### config.mk
export PLATFORM = sky130hd
export DESIGN_NAME = int_pipe
export DESIGN_NICKNAME = d
export VERILOG_FILES = /design/src/common/rv_isa_pkg.sv /design/src/common/pipe_pkg.sv /design/src/pipeline/alu.sv /design/src/pipeline/reg_file.sv /design/src/pipeline/decode_stage.sv /design/src/pipeline/execute_stage.sv /design/src/design/issue_queue.sv /design/src/design/int_pipe.sv
export SDC_FILE = /design/constraint.sdc
export NUM_CORES = 2
export LEC_CHECK = 0
export BUFFER_PORTS_ARGS = -buffer_cell sky130_fd_sc_hd__clkbuf_2
export CAP_MARGIN = 20
export CELL_PAD_IN_SITES_DETAIL_PLACEMENT = 1
export CELL_PAD_IN_SITES_GLOBAL_PLACEMENT = 1
export CORE_MARGIN = 2
export CORE_UTILIZATION = 32
export DETAILED_ROUTE_END_ITERATION = 7
export GPL_TIMING_DRIVEN = 0
export PLACE_DENSITY = 0.57
export SLEW_MARGIN = 10
export SYNTH_ARGS = -nofsm -noshare
export SYNTH_HDL_FRONTEND = slang
export SYNTH_SLANG_ARGS = --single-unit
### constraint.sdc
create_clock -name clk -period 9.1 [get_ports clk]
set_clock_uncertainty 0.15 [all_clocks]
set_input_delay 1.82 -clock clk [delete_from_list [all_inputs] [get_ports clk]]
set_output_delay 1.82 -clock clk [all_outputs]
set_load 0.01 [all_outputs]
### src/common/rv_isa_pkg.sv
`default_nettype none

package rv_isa_pkg;

  typedef logic [31:0] rv_word_t;
  typedef logic [4:0]  rv_reg_t;

  // ************************************************************************
  // instruction word views
  // ************************************************************************

  typedef struct packed {
    logic [6:0] funct7;
    rv_reg_t    rs2;
    rv_reg_t    rs1;
    logic [2:0] funct3;
    rv_reg_t    rd;
    logic [6:0] opcode;
  } rv_inst_r_t;

  typedef struct packed {
    logic [11:0] imm12;
    rv_reg_t     rs1;
    logic [2:0]  funct3;
    rv_reg_t     rd;
    logic [6:0]  opcode;
  } rv_inst_i_t;

  typedef struct packed {
    logic [19:0] imm20;
    rv_reg_t     rd;
    logic [6:0]  opcode;
  } rv_inst_u_t;

  typedef union packed {
    rv_inst_r_t r;
    rv_inst_i_t i;
    rv_inst_u_t u;
  } rv_inst_u;

  // major opcodes handled by this datapath
  localparam logic [6:0] OP_REG   = 7'b0110011;
  localparam logic [6:0] OP_IMM   = 7'b0010011;
  localparam logic [6:0] OP_LUI   = 7'b0110111;
  localparam logic [6:0] OP_AUIPC = 7'b0010111;

  localparam logic [2:0] F3_ADD_SUB = 3'b000;
  localparam logic [2:0] F3_SLL     = 3'b001;
  localparam logic [2:0] F3_SLT     = 3'b010;
  localparam logic [2:0] F3_SLTU    = 3'b011;
  localparam logic [2:0] F3_XOR     = 3'b100;
  localparam logic [2:0] F3_SRL_SRA = 3'b101;
  localparam logic [2:0] F3_OR      = 3'b110;
  localparam logic [2:0] F3_AND     = 3'b111;

  typedef enum logic [3:0] {
    ALU_ADD,
    ALU_SUB,
    ALU_SLL,
    ALU_SLT,
    ALU_SLTU,
    ALU_XOR,
    ALU_SRL,
    ALU_SRA,
    ALU_OR,
    ALU_AND,
    ALU_PASS_B
  } alu_op_t;

endpackage

`default_nettype wire

### src/common/pipe_pkg.sv
`default_nettype none

package pipe_pkg;

  // input payload, 64 bits
  typedef struct packed {
    rv_isa_pkg::rv_word_t pc;
    rv_isa_pkg::rv_inst_u inst;
  } inst_pkt_t;

  // control word carried from decode into execute
  typedef struct packed {
    logic                rd_w_v;
    logic                imm_v;
    logic                rs1_pc_sel;
    logic                zero_a_v;
    rv_isa_pkg::alu_op_t alu_op;
    logic                illegal_v;
  } cword_t;

  typedef struct packed {
    rv_isa_pkg::rv_word_t pc;
    rv_isa_pkg::rv_reg_t  rd;
    rv_isa_pkg::rv_word_t imm;
    rv_isa_pkg::rv_word_t rs1_data;
    rv_isa_pkg::rv_word_t rs2_data;
    cword_t               cword;
    logic                 fwd_rs1_v;
    logic                 fwd_rs2_v;
  } dec_pkt_t;

  // output record, one per instruction
  typedef struct packed {
    rv_isa_pkg::rv_word_t pc;
    rv_isa_pkg::rv_reg_t  rd;
    rv_isa_pkg::rv_word_t value;
    logic                 illegal_v;
  } result_t;

  typedef struct packed {
    logic                 valid;
    rv_isa_pkg::rv_reg_t  rd;
    rv_isa_pkg::rv_word_t data;
  } wb_t;

endpackage

`default_nettype wire

### src/pipeline/alu.sv
`default_nettype none

module alu (
  input  rv_isa_pkg::alu_op_t  op_i,
  input  rv_isa_pkg::rv_word_t a_i,
  input  rv_isa_pkg::rv_word_t b_i,
  output rv_isa_pkg::rv_word_t o_o
);

  logic [4:0] shamt;

  assign shamt = b_i[4:0];

  always_comb begin
    case (op_i)
      rv_isa_pkg::ALU_ADD:    o_o = a_i + b_i;
      rv_isa_pkg::ALU_SUB:    o_o = a_i - b_i;
      rv_isa_pkg::ALU_SLL:    o_o = a_i << shamt;
      // set-less-than gives 0 or 1
      rv_isa_pkg::ALU_SLT:    o_o = {31'b0, $signed(a_i) < $signed(b_i)};
      rv_isa_pkg::ALU_SLTU:   o_o = {31'b0, a_i < b_i};
      rv_isa_pkg::ALU_XOR:    o_o = a_i ^ b_i;
      rv_isa_pkg::ALU_SRL:    o_o = a_i >> shamt;
      rv_isa_pkg::ALU_SRA:    o_o = $unsigned($signed(a_i) >>> shamt);
      rv_isa_pkg::ALU_OR:     o_o = a_i | b_i;
      rv_isa_pkg::ALU_AND:    o_o = a_i & b_i;
      rv_isa_pkg::ALU_PASS_B: o_o = b_i;
      default:                o_o = '0;
    endcase
  end

endmodule

`default_nettype wire

### src/pipeline/reg_file.sv
`default_nettype none

module reg_file (
  input  logic                 clk,
  input  logic                 reset_i,
  input  rv_isa_pkg::rv_reg_t  rs1_addr_i,
  input  rv_isa_pkg::rv_reg_t  rs2_addr_i,
  output rv_isa_pkg::rv_word_t rs1_data_o,
  output rv_isa_pkg::rv_word_t rs2_data_o,
  input  pipe_pkg::wb_t        wb_i
);

  rv_isa_pkg::rv_word_t regs [32];
  logic                 wr_v;

  // x0 never takes a write
  assign wr_v = wb_i.valid && (wb_i.rd != '0);

  always_ff @(posedge clk) begin
    if (reset_i) begin
      for (int n = 0; n < 32; n++) begin
        regs[n] <= '0;
      end
    end else if (wr_v) begin
      regs[wb_i.rd] <= wb_i.data;
    end
  end

  // write-through on a same-cycle read
  always_comb begin
    rs1_data_o = regs[rs1_addr_i];
    rs2_data_o = regs[rs2_addr_i];
    if (wr_v && (wb_i.rd == rs1_addr_i)) begin
      rs1_data_o = wb_i.data;
    end
    if (wr_v && (wb_i.rd == rs2_addr_i)) begin
      rs2_data_o = wb_i.data;
    end
  end

endmodule

`default_nettype wire

### src/pipeline/decode_stage.sv
`default_nettype none

module decode_stage (
  input  logic                 clk,
  input  logic                 reset_i,
  input  logic                 issue_valid_i,
  input  pipe_pkg::inst_pkt_t  issue_pkt_i,
  output rv_isa_pkg::rv_reg_t  rs1_addr_o,
  output rv_isa_pkg::rv_reg_t  rs2_addr_o,
  input  rv_isa_pkg::rv_word_t rs1_data_i,
  input  rv_isa_pkg::rv_word_t rs2_data_i,
  output logic                 dec_valid_o,
  output pipe_pkg::dec_pkt_t   dec_pkt_o
);

  rv_isa_pkg::rv_inst_u inst;
  pipe_pkg::cword_t     cword;
  rv_isa_pkg::rv_word_t imm;
  logic                 prev_w_v;

  function automatic rv_isa_pkg::alu_op_t f3_to_op(input logic [2:0] f3,
                                                   input logic sub_v,
                                                   input logic sra_v);
    case (f3)
      rv_isa_pkg::F3_ADD_SUB: return sub_v ? rv_isa_pkg::ALU_SUB : rv_isa_pkg::ALU_ADD;
      rv_isa_pkg::F3_SLL:     return rv_isa_pkg::ALU_SLL;
      rv_isa_pkg::F3_SLT:     return rv_isa_pkg::ALU_SLT;
      rv_isa_pkg::F3_SLTU:    return rv_isa_pkg::ALU_SLTU;
      rv_isa_pkg::F3_XOR:     return rv_isa_pkg::ALU_XOR;
      rv_isa_pkg::F3_SRL_SRA: return sra_v ? rv_isa_pkg::ALU_SRA : rv_isa_pkg::ALU_SRL;
      rv_isa_pkg::F3_OR:      return rv_isa_pkg::ALU_OR;
      default:                return rv_isa_pkg::ALU_AND;
    endcase
  endfunction

  assign inst       = issue_pkt_i.inst;
  assign rs1_addr_o = inst.r.rs1;
  assign rs2_addr_o = inst.r.rs2;

  always_comb begin
    cword        = '0;
    cword.alu_op = rv_isa_pkg::ALU_ADD;
    imm          = '0;
    case (inst.r.opcode)
      rv_isa_pkg::OP_REG: begin
        cword.rd_w_v = 1'b1;
        cword.alu_op = f3_to_op(inst.r.funct3, inst.r.funct7[5], inst.r.funct7[5]);
      end
      rv_isa_pkg::OP_IMM: begin
        // no SUBI, bit 30 only picks SRAI
        cword.rd_w_v = 1'b1;
        cword.imm_v  = 1'b1;
        cword.alu_op = f3_to_op(inst.i.funct3, 1'b0, inst.r.funct7[5]);
        imm          = {{20{inst.i.imm12[11]}}, inst.i.imm12};
      end
      rv_isa_pkg::OP_LUI: begin
        cword.rd_w_v   = 1'b1;
        cword.imm_v    = 1'b1;
        cword.zero_a_v = 1'b1;
        cword.alu_op   = rv_isa_pkg::ALU_PASS_B;
        imm            = {inst.u.imm20, 12'b0};
      end
      rv_isa_pkg::OP_AUIPC: begin
        cword.rd_w_v     = 1'b1;
        cword.imm_v      = 1'b1;
        cword.rs1_pc_sel = 1'b1;
        imm              = {inst.u.imm20, 12'b0};
      end
      default: begin
        // illegal results carry a zero value
        cword.illegal_v = 1'b1;
        cword.imm_v     = 1'b1;
        cword.zero_a_v  = 1'b1;
        cword.alu_op    = rv_isa_pkg::ALU_PASS_B;
      end
    endcase
  end

  // destination of the instruction now in execute
  assign prev_w_v = dec_valid_o && dec_pkt_o.cword.rd_w_v && (dec_pkt_o.rd != '0);

  always_ff @(posedge clk) begin
    if (reset_i) begin
      dec_valid_o <= 1'b0;
    end else begin
      dec_valid_o <= issue_valid_i;
    end
  end

  always_ff @(posedge clk) begin
    dec_pkt_o.pc        <= issue_pkt_i.pc;
    dec_pkt_o.rd        <= inst.r.rd;
    dec_pkt_o.imm       <= imm;
    dec_pkt_o.rs1_data  <= rs1_data_i;
    dec_pkt_o.rs2_data  <= rs2_data_i;
    dec_pkt_o.cword     <= cword;
    dec_pkt_o.fwd_rs1_v <= prev_w_v && (inst.r.rs1 == dec_pkt_o.rd);
    dec_pkt_o.fwd_rs2_v <= prev_w_v && (inst.r.rs2 == dec_pkt_o.rd);
  end

endmodule

`default_nettype wire

### src/pipeline/execute_stage.sv
`default_nettype none

module execute_stage (
  input  logic               clk,
  input  logic               reset_i,
  input  logic               dec_valid_i,
  input  pipe_pkg::dec_pkt_t dec_pkt_i,
  output logic               result_valid_o,
  output pipe_pkg::result_t  result_o,
  output pipe_pkg::wb_t      wb_o
);

  rv_isa_pkg::rv_word_t alu_a;
  rv_isa_pkg::rv_word_t alu_b;
  rv_isa_pkg::rv_word_t alu_result;
  rv_isa_pkg::rv_word_t execute_result;
  logic                 wb_v;

  assign execute_result = result_o.value;

  // ************************************************************************
  // operand select, pc and zero ahead of forwarding
  // ************************************************************************

  always_comb begin
    alu_a = dec_pkt_i.cword.rs1_pc_sel ? dec_pkt_i.pc :
            dec_pkt_i.cword.zero_a_v   ? '0 :
            dec_pkt_i.fwd_rs1_v        ? execute_result : dec_pkt_i.rs1_data;
    alu_b = dec_pkt_i.cword.imm_v      ? dec_pkt_i.imm :
            dec_pkt_i.fwd_rs2_v        ? execute_result : dec_pkt_i.rs2_data;
  end

  alu alu_i (
    .op_i (dec_pkt_i.cword.alu_op),
    .a_i  (alu_a),
    .b_i  (alu_b),
    .o_o  (alu_result)
  );

  always_ff @(posedge clk) begin
    if (reset_i) begin
      result_valid_o <= 1'b0;
      wb_v           <= 1'b0;
    end else begin
      result_valid_o <= dec_valid_i;
      wb_v           <= dec_valid_i && dec_pkt_i.cword.rd_w_v && !dec_pkt_i.cword.illegal_v;
    end
  end

  always_ff @(posedge clk) begin
    result_o.pc        <= dec_pkt_i.pc;
    result_o.rd        <= dec_pkt_i.rd;
    result_o.value     <= alu_result;
    result_o.illegal_v <= dec_pkt_i.cword.illegal_v;
  end

  assign wb_o.valid = wb_v;
  assign wb_o.rd    = result_o.rd;
  assign wb_o.data  = result_o.value;

endmodule

`default_nettype wire

### src/design/issue_queue.sv
`default_nettype none

module issue_queue #(
  parameter int QUEUE_DEPTH    = 4,
  parameter int RESULT_CREDITS = 2
) (
  input  logic                clk,
  input  logic                reset_i,
  input  logic                inst_valid_i,
  input  pipe_pkg::inst_pkt_t inst_i,
  output logic                inst_credit_o,
  input  logic                result_credit_i,
  output logic                issue_valid_o,
  output pipe_pkg::inst_pkt_t issue_pkt_o
);

  localparam int PTR_W = (QUEUE_DEPTH > 1) ? $clog2(QUEUE_DEPTH) : 1;
  localparam int CNT_W = $clog2(QUEUE_DEPTH + 1);
  localparam int CRD_W = $clog2(RESULT_CREDITS + 1);

  pipe_pkg::inst_pkt_t mem [QUEUE_DEPTH];
  logic [PTR_W-1:0]    wr_ptr;
  logic [PTR_W-1:0]    rd_ptr;
  logic [CNT_W-1:0]    count;
  logic [CRD_W-1:0]    result_credits;
  logic                issue_fire;

  function automatic logic [PTR_W-1:0] ptr_next(input logic [PTR_W-1:0] p);
    if (p == PTR_W'(QUEUE_DEPTH - 1)) begin
      return '0;
    end
    return p + 1'b1;
  endfunction

  // issue needs an entry and room at the consumer
  assign issue_fire    = (count != '0) && (result_credits != '0);
  assign issue_valid_o = issue_fire;
  assign issue_pkt_o   = mem[rd_ptr];

  always_ff @(posedge clk) begin
    if (inst_valid_i) begin
      mem[wr_ptr] <= inst_i;
    end
  end

  always_ff @(posedge clk) begin
    if (reset_i) begin
      wr_ptr         <= '0;
      rd_ptr         <= '0;
      count          <= '0;
      result_credits <= CRD_W'(RESULT_CREDITS);
      inst_credit_o  <= 1'b0;
    end else begin
      if (inst_valid_i) begin
        wr_ptr <= ptr_next(wr_ptr);
      end
      if (issue_fire) begin
        rd_ptr <= ptr_next(rd_ptr);
      end
      case ({inst_valid_i, issue_fire})
        2'b10:   count <= count + 1'b1;
        2'b01:   count <= count - 1'b1;
        default: count <= count;
      endcase
      // spend on issue, refill on consumer pulse
      case ({issue_fire, result_credit_i})
        2'b10:   result_credits <= result_credits - 1'b1;
        2'b01:   result_credits <= result_credits + 1'b1;
        default: result_credits <= result_credits;
      endcase
      inst_credit_o <= issue_fire;
    end
  end

endmodule

`default_nettype wire

### src/design/int_pipe.sv
`default_nettype none

module int_pipe #(
  parameter int QUEUE_DEPTH    = 4,
  parameter int RESULT_CREDITS = 2
) (
  input  logic                clk,
  input  logic                reset_i,
  input  logic                inst_valid_i,
  input  pipe_pkg::inst_pkt_t inst_i,
  output logic                inst_credit_o,
  output logic                result_valid_o,
  output pipe_pkg::result_t   result_o,
  input  logic                result_credit_i
);

  logic                 issue_valid;
  pipe_pkg::inst_pkt_t  issue_pkt;
  rv_isa_pkg::rv_reg_t  rs1_addr;
  rv_isa_pkg::rv_reg_t  rs2_addr;
  rv_isa_pkg::rv_word_t rs1_data;
  rv_isa_pkg::rv_word_t rs2_data;
  logic                 dec_valid;
  pipe_pkg::dec_pkt_t   dec_pkt;
  pipe_pkg::wb_t        wb;

  issue_queue #(
    .QUEUE_DEPTH    (QUEUE_DEPTH),
    .RESULT_CREDITS (RESULT_CREDITS)
  ) issue_queue_i (
    .clk             (clk),
    .reset_i         (reset_i),
    .inst_valid_i    (inst_valid_i),
    .inst_i          (inst_i),
    .inst_credit_o   (inst_credit_o),
    .result_credit_i (result_credit_i),
    .issue_valid_o   (issue_valid),
    .issue_pkt_o     (issue_pkt)
  );

  decode_stage decode_stage_i (
    .clk           (clk),
    .reset_i       (reset_i),
    .issue_valid_i (issue_valid),
    .issue_pkt_i   (issue_pkt),
    .rs1_addr_o    (rs1_addr),
    .rs2_addr_o    (rs2_addr),
    .rs1_data_i    (rs1_data),
    .rs2_data_i    (rs2_data),
    .dec_valid_o   (dec_valid),
    .dec_pkt_o     (dec_pkt)
  );

  reg_file reg_file_i (
    .clk        (clk),
    .reset_i    (reset_i),
    .rs1_addr_i (rs1_addr),
    .rs2_addr_i (rs2_addr),
    .rs1_data_o (rs1_data),
    .rs2_data_o (rs2_data),
    .wb_i       (wb)
  );

  execute_stage execute_stage_i (
    .clk            (clk),
    .reset_i        (reset_i),
    .dec_valid_i    (dec_valid),
    .dec_pkt_i      (dec_pkt),
    .result_valid_o (result_valid_o),
    .result_o       (result_o),
    .wb_o           (wb)
  );

endmodule

`default_nettype wire

Word-level counts from Yosys, hierarchy flattened
Memory sizes are Yosys's and may differ from the RTL's. A register that Yosys moved wholly into a read port is not among the register bits.
Cells that the tools add are included.
{"block": "word_totals", "reg_bits": 226, "ram_bits": 1280, "input_bits": 68, "output_inout_bits": 72, "wordCells": 137, "memories": 2}
{"block": "op_classes", "n_addsub": 8, "n_lt_le_gt_ge": 2, "n_eq_ne": 30, "n_shift": 3, "mux": 43, "n_bitwise": 3, "n_reduce_logical": 22}
{"memory": "reg_file_i.regs", "words": 32, "width": 32, "read_ports": 2, "rd_clocked_by_memory_dff": 0, "wr": 32, "line_no": "reg_file.sv:13", "text": "rv_isa_pkg::rv_word_t regs [32];"}
{"memory": "issue_queue_i.mem", "words": 4, "width": 64, "read_ports": 1, "rd_clocked_by_memory_dff": 1, "wr": 1, "line_no": "issue_queue.sv:21", "text": "pipe_pkg::inst_pkt_t mem [QUEUE_DEPTH];"}
{"op": "32-bit case mux with 11 select lines", "count": 1}
{"op": "32-bit 2-to-1 mux", "count": 8}
{"op": "32-bit less-than comparator", "count": 2}
{"op": "32-bit case mux with 2 select lines", "count": 1}
{"op": "4-bit case mux with 7 select lines", "count": 2}
{"op": "32-bit adder", "count": 1}
{"op": "32-bit bitwise AND", "count": 1}
{"op": "32-bit bitwise OR", "count": 1}
{"op": "32-bit OR reduction", "count": 1}
{"op": "32-bit by 5-bit << shifter with 32-bit output", "count": 1}
{"op": "32-bit by 5-bit >> shifter with 32-bit output", "count": 1}
{"op": "32-bit by 5-bit >>> shifter with 32-bit output", "count": 1}
{"op": "32-bit subtractor", "count": 1}
{"op": "32-bit XOR", "count": 1}
{"op": "1-bit 2-to-1 mux", "count": 21}
{"op": "5-bit == test", "count": 4}
{"op": "4-bit by 3-bit == test with 1-bit output (second input constant)", "count": 4}
{"op": "7-bit by 5-bit == test with 1-bit output (second input constant)", "count": 2}
{"op": "7-bit by 6-bit == test with 1-bit output (second input constant)", "count": 2}
{"op": "4-bit == test (second input constant)", "count": 3}
{"op": "2-bit 2-to-1 mux", "count": 6}
{"op": "4-bit case mux with 3 select lines", "count": 1}
{"op": "5-bit nonzero test", "count": 2}
{"op": "3-bit == test (second input constant)", "count": 3}
{"op": "other kinds (22)", "count": 40}

Logic depth before layout (Yosys ltp)
{"block": "depth", "word_depth": 7, "ltp_mapped": 19, "depth_no_buf": 16}

Modules after synthesis
From an unflattened synthesis, not the netlist that was laid out.
{"block": "hier_totals", "hier_cells": 5822, "area_unflattened_um2": 80053.0}
{"mod": "reg_file", "n_inst": 1, "cells_per_inst": 3494, "area_each_um2": 54461.0, "seq_area_each_um2": 30749.5}
{"mod": "issue_queue", "n_inst": 1, "cells_per_inst": 393, "area_each_um2": 9893.2, "seq_area_each_um2": 7927.6}
{"mod": "alu", "n_inst": 1, "cells_per_inst": 1350, "area_each_um2": 8972.4, "seq_area_each_um2": 0.0}
{"mod": "decode_stage", "n_inst": 1, "cells_per_inst": 258, "area_each_um2": 3592.2, "seq_area_each_um2": 2902.8}
{"mod": "execute_stage", "n_inst": 1, "cells_per_inst": 327, "area_each_um2": 3134.3, "seq_area_each_um2": 1441.4}

Worst setup path before layout
Ideal clock, no wire load.
{"block": "synth_path", "path_type": "register to register", "startpoint": "register decode_stage_i.dec_pkt_o[0] in the netlist's numbering", "endpoint": "register execute_stage_i.execute_result[31] (netlist name)", "setup_time_ns": 0.122, "arrival_time_ns": 4.281, "required_time_ns": 8.828, "path_slack_ns": 4.547, "path_stages_with_launch": 18, "path_buffers": 5, "period_less_slack_ns": 4.553, "cell_sequence": "dfxtp_1 -> buf_6 -> buf_2 -> mux2i_1 -> o21a_1 -> buf_2 -> buf_1 -> clkbuf_1 -> ha_1 -> nor2b_1 -> a221oi_1 -> o221ai_1 -> a2111oi_2 -> nand2_2 -> a311oi_4 -> o21bai_1 -> a21o_1 -> a221o_1"}
{"block": "synth_between", "elab_chain_len": 4, "elab_cells_between_ends": 11, "classes_between": "add/sub (2); shift (3); mux (3); bitwise (3)"}
{"element": "start, declared", "line_no": "decode_stage.sv:13", "text": "output pipe_pkg::dec_pkt_t dec_pkt_o"}
{"element": "32-bit 2-to-1 mux *", "line_no": "execute_stage.sv:30", "text": "dec_pkt_i.fwd_rs2_v ? execute_result : dec_pkt_i.rs2_data;"}
{"element": "32-bit 2-to-1 mux *", "line_no": "execute_stage.sv:29", "text": "alu_b = dec_pkt_i.cword.imm_v ? dec_pkt_i.imm :"}
{"element": "32-bit subtractor (tied with other cells)", "line_no": "alu.sv:17", "text": "rv_isa_pkg::ALU_SUB: o_o = a_i - b_i;"}
{"element": "32-bit case mux with 11 select lines *", "line_no": "alu.sv:15", "text": "case (op_i)"}
{"element": "via execute_stage_i.alu_i.o_o[31]", "line_no": "alu.sv:7", "text": "output rv_isa_pkg::rv_word_t o_o"}
Mark *: on every way through the listed nets, which the timed path passes. The rest lies on a longest branch.
A chain may end at the register's enable or synchronous reset.

Final worst setup path
{"block": "layout_path", "startpoint": "register execute_stage_i.execute_result[1] (netlist name)", "endpoint": "register execute_stage_i.execute_result[24] (netlist name)"}
{"block": "layout_between", "elab_chain_len": 5, "elab_cells_between_ends": 11, "classes_between": "add/sub (2); shift (3); mux (6)"}
{"element": "32-bit 2-to-1 mux", "line_no": "execute_stage.sv:28", "text": "dec_pkt_i.fwd_rs1_v ? execute_result : dec_pkt_i.rs1_data;"}
{"element": "32-bit 2-to-1 mux", "line_no": "execute_stage.sv:27", "text": "dec_pkt_i.cword.zero_a_v ? '0 :"}
{"element": "32-bit 2-to-1 mux", "line_no": "execute_stage.sv:26", "text": "alu_a = dec_pkt_i.cword.rs1_pc_sel ? dec_pkt_i.pc :"}
{"element": "32-bit subtractor (tied with other cells)", "line_no": "alu.sv:17"}
{"element": "32-bit case mux with 11 select lines *", "line_no": "alu.sv:15"}
{"element": "via execute_stage_i.alu_i.o_o[24]", "line_no": "alu.sv:7"}
Marks and branches as above.

==> results by group <==
Status
  • Status: completed

Critical path
  • Worst path required time: 9.51 ns
  • Element type at the critical path end: flop
  • Worst Path Class, Setup: flop to flop
  • Startpoint kind of the worst setup timing path: flop
  • Maximum fanout along the worst path: 12
  • CP Data Arrival Time: between 8 and 9 ns

Finish
  • Layout cell share with drive strength beyond 1: 0.2005
  • Count of placed standard cells in the final layout, fillers left out: a little under 10000
  • Final nets: 6614
  • Most common library cell in the layout ignoring fill and taps: sky130_fd_sc_hd__edfxtp_1
  • Number of fillers in the final layout: 26465
  • Layout-stage area growth over the synthesis result: 13.83%
  • Leading cell types in the layout, fill and taps excluded: sky130_fd_sc_hd__edfxtp_1, sky130_fd_sc_hd__and2_1, sky130_fd_sc_hd__mux4_2, sky130_fd_sc_hd__nor2_1, sky130_fd_sc_hd__clkbuf_1
  • Cell area after layout: 91350 µm²

Routing
  • Number of nets with antenna violations after routing: 0
  • DRC errors left: 0
  • Average detailed-routed wire length per instance: 33.52 µm
  • First-pass detailed-route iteration total: 7
  • Initial drt markers: 5884
  • Vias after detailed routing: 55803
  • Vias per inst: 5.628
  • Total Routed Length: 332400 µm

Floorplanning
  • Placeable core area: between 200000 and 250000 µm²
  • Die extent in x: around 500 µm
  • Starting utilization of the core area: 0.3221
  • # rows: 183
  • Die Outline Area: 254800 µm²
  • Ports placed on the boundary: 140
  • Y dimension of the die: 504.8 µm

Timing
  • Final count of negative-setup-slack endpoints: 0
  • Min Clock Period, post-route: 8.174 ns
  • Worst setup margin: between 0.9 and 1 ns
  • Pins Over Slew Limit: 0
  • Slew of the pin with the lowest slew margin: 1.313 ns
  • Final hold violation count: 0
  • Unrepaired setup endpoints after global routing: false
  • Slew HR: 0.1191
  • Maximum clock rate: 122.3 MHz
  • Period Utilization, post-route: 0.8982
  • Aggregate negative setup slack: 0 ns

Global routing
  • Total congestion overflow after global routing: 0
  • Total routing usage reported by global routing: 0.2559
  • Initial antenna violation count: 19
  • Pin count of the biggest net entering global routing: 44
  • Global-route wire length before repair: ~460000 µm
  • Via count of the first global-routing pass: 58029

Logic synthesis
  • Total of warnings raised by yosys: 0
  • Prevailing post-synth register cell: sky130_fd_sc_hd__edfxtp_1
  • Synthesized instance count: 6044
  • Number of flops mapped to enable cells by yosys: approximately 1300
  • Share of synthesized flip-flops with an asynchronous set or reset: 0
  • Avg Cell Area, Syn: 13.28 µm²
  • Post-synthesis sequential area ratio: 0.5358
  • Count of state elements after synthesis: 1508
  • Synth cell types: between 100 and 150
  • Area of the mapped netlist: 80250 µm²

Pwr
  • Share of total power consumed by net switching: 0.4121
  • P per Cell Area: 290.7 nW/µm²
  • Max VDD drop: roughly 0.23 mV
  • Internal power: ~0.016 W
  • Clk pwr share: 0.252
  • Leakage dissipation: between 30 and 40 nW
  • Fraction of power consumed by sequential logic: 0.324
  • Switching pwr: 0.01094 W
  • Part of the total power dissipated in combinational logic: 0.424

Run
  • Number of maximum-capacitance violations: 0

Place
  • Detailed-placement wirelength estimate: 254200 µm
  • Placed insts: 9575
  • Worst slack at placement: between 1 and 1.5 ns
  • Final estimated routing congestion in global placement: 0.9460
  • Count of input and output buffers: 139
  • Cell area after placement: 85700 µm²

Clocking
  • Number of buffers inserted by post-CTS setup repair: 0
  • Level count of the clock H-tree: 4
  • TritonCTS clock tree: yes
  • Sinks on the clock net: 1508
  • Clock tree root driver cell: sky130_fd_sc_hd__clkbuf_16
  • Resized cells post-CTS: 0
  • Num CTS Buffers: between 150 and 200
  • Clock Pin Slew Worst Setup and Hold Paths: roughly 0.06 ns
  • Clk buf depth: 3
  • Skew-Pair Late Insertion Delay: 0.85 ns
  • CTS Hold Bufs: 0

Worst hold path
  • Tightest Hold Check Type: flop to flop
==> synth_stat cells (19+ instances only) <==
master	number	area (µm²)
sky130_fd_sc_hd__a221oi_1	24	210.2
sky130_fd_sc_hd__nand2_1	313	1175
sky130_fd_sc_hd__clkbuf_1	346	1299
sky130_fd_sc_hd__and2_1	1001	6262
sky130_fd_sc_hd__a211oi_1	26	195.2
sky130_fd_sc_hd__ha_1	111	1389
sky130_fd_sc_hd__mux4_2	577	12990
sky130_fd_sc_hd__nor2_1	403	1513
sky130_fd_sc_hd__buf_1	53	198.9
sky130_fd_sc_hd__o21bai_1	22	165.2
sky130_fd_sc_hd__buf_6	21	236.5
sky130_fd_sc_hd__mux2i_1	292	2923
sky130_fd_sc_hd__buf_2	102	510.5
sky130_fd_sc_hd__a22oi_1	26	195.2
sky130_fd_sc_hd__inv_1	126	473.0
sky130_fd_sc_hd__o22ai_1	37	231.5
sky130_fd_sc_hd__nor3_1	39	195.2
sky130_fd_sc_hd__or2_2	34	212.7
sky130_fd_sc_hd__a222oi_1	62	620.6
sky130_fd_sc_hd__o221ai_1	20	175.2
sky130_fd_sc_hd__mux2_2	73	822.0
sky130_fd_sc_hd__dfxtp_1	228	4564
sky130_fd_sc_hd__nand3_1	92	460.4
sky130_fd_sc_hd__o21ai_0	222	1111
sky130_fd_sc_hd__o21ai_1	33	165.2
sky130_fd_sc_hd__a31oi_1	19	118.9
sky130_fd_sc_hd__a21oi_1	165	825.8
sky130_fd_sc_hd__edfxtp_1	1280	38440
sky130_fd_sc_hd__o211ai_1	23	172.7
==> path summary, 6_finish.rpt <==
kind | start | end | slack [ns] | depth (start not counted)
setup / recovery | execute_stage_i.execute_result[1] | execute_stage_i.execute_result[24] | 0.93 | 18
hold / removal | decode_stage_i.dec_pkt_o[138] | execute_stage_i.result_o[64] | 0.20 | 0
setup reg to reg | execute_stage_i.execute_result[1] | execute_stage_i.execute_result[24] | 0.93 | 18
hold reg to reg | decode_stage_i.dec_pkt_o[138] | execute_stage_i.result_o[64] | 0.20 | 0
==> sequential cells by signal (all words and copies together), names as in the netlist, named ones only <==
| name | flops |
|---|---|
| issue_queue_i.rd_ptr | 2 |
| issue_queue_i.count | 3 |
| reg_file_i.regs | 1024 |
| decode_stage_i.dec_valid_o | 1 |
| execute_stage_i.wb_v | 1 |
| execute_stage_i.result_o | 38 |
| execute_stage_i.execute_result | 32 |
| issue_queue_i.result_credits | 2 |
| execute_stage_i.result_valid_o | 1 |
| issue_queue_i.wr_ptr | 2 |
| issue_queue_i.mem | 256 |
| decode_stage_i.dec_pkt_o | 144 |
==> power groups by stage <==
stage | Combinational, W | Clock [W] | Sequential (W)
5_1_grt | 0.0117 | 0.00701 | 0.00865
6_report | 0.0113 | 0.00669 | 0.00861
3_3_place_gp | 0.0110 | 0 | 0.00876
4_1_cts | 0.0111 | 0.00678 | 0.00862
2_1_floorplan | 0.00645 | 0 | 0.00846
3_5_place_dp | 0.0111 | 0 | 0.00876
==> layer usage <==
metal  wire (µm)  up-vias  share of wire  GRT usage
li1            -    23541              -          -
met1      143000    29655           0.43     0.3484
met2      154800     2098           0.47     0.4094
met3       19610      505          0.059    0.03781
met4       14960        4          0.045     0.1032
met5          24        -       0.000072          0
==> critical path, stage by stage, from the launching register on <==
cell                        delay, ns
sky130_fd_sc_hd__dfxtp_1         0.97
sky130_fd_sc_hd__mux2i_1         0.30
sky130_fd_sc_hd__o21ai_2         0.87
sky130_fd_sc_hd__inv_1           0.28
sky130_fd_sc_hd__buf_2           0.31
sky130_fd_sc_hd__buf_1           0.44
sky130_fd_sc_hd__clkbuf_1        0.54
sky130_fd_sc_hd__fa_1            0.57
sky130_fd_sc_hd__nor2b_1         0.17
sky130_fd_sc_hd__o221ai_1        0.41
sky130_fd_sc_hd__a2111oi_0       0.19
sky130_fd_sc_hd__buf_1           0.18
sky130_fd_sc_hd__o221ai_2        0.42
sky130_fd_sc_hd__o211ai_2        0.21
sky130_fd_sc_hd__a221o_2         0.45
sky130_fd_sc_hd__a21oi_2         0.41
sky130_fd_sc_hd__o22ai_1         0.13
sky130_fd_sc_hd__o21ai_0         0.37
sky130_fd_sc_hd__o2111ai_1       0.46
==> kinds of logic (layout without fill, tap and decap cells) <==
kind of cell / after synthesis / count (layout) / synth area share
simple gates: 1976 / 1976 / 0.1307
flops: 1508 / 1508 / 0.5358
mux: 952 / 952 / 0.2105
compound gates: 790 / 790 / 0.06527
buf+inv: 674 / 1168 / 0.03633
fa+ha+maj: 114 / 114 / 0.01805
xor+xnor: 29 / 29 / 0.003165
other cells: 1 / 48 / 0.00004673
==> cell type report <==
class / instances / area [µm²] / share of cell area
flip-flops and latches: 1508 / 43000 / 0.4707
diodes: 16 / 40.04 / 0.0004383
clock inverters: 92 / 849.6 / 0.009300
multi-input cells: 3893 / 34470 / 0.3774
inverters: 133 / 513.0 / 0.005616
plain buffers: 541 / 2406 / 0.02634
clock buffers: 213 / 4452 / 0.04873
repair buffers: 189 / 1450 / 0.01587
well taps: 3330 / 4167 / 0.04561
==> through the flow <==
step	power [W]	util	hold slack (ns)
2_1_floorplan	0.01491	-	0.1738
3_3_place_gp	0.01973	0.3421	0.1870
3_5_place_dp	0.01984	0.3440	0.1872
4_1_cts	0.02653	0.3653	0.2045
5_1_grt	0.02736	0.3665	0.2078
6_report	0.02655	0.3667	0.2046
(Power assumes the default switching activity.)
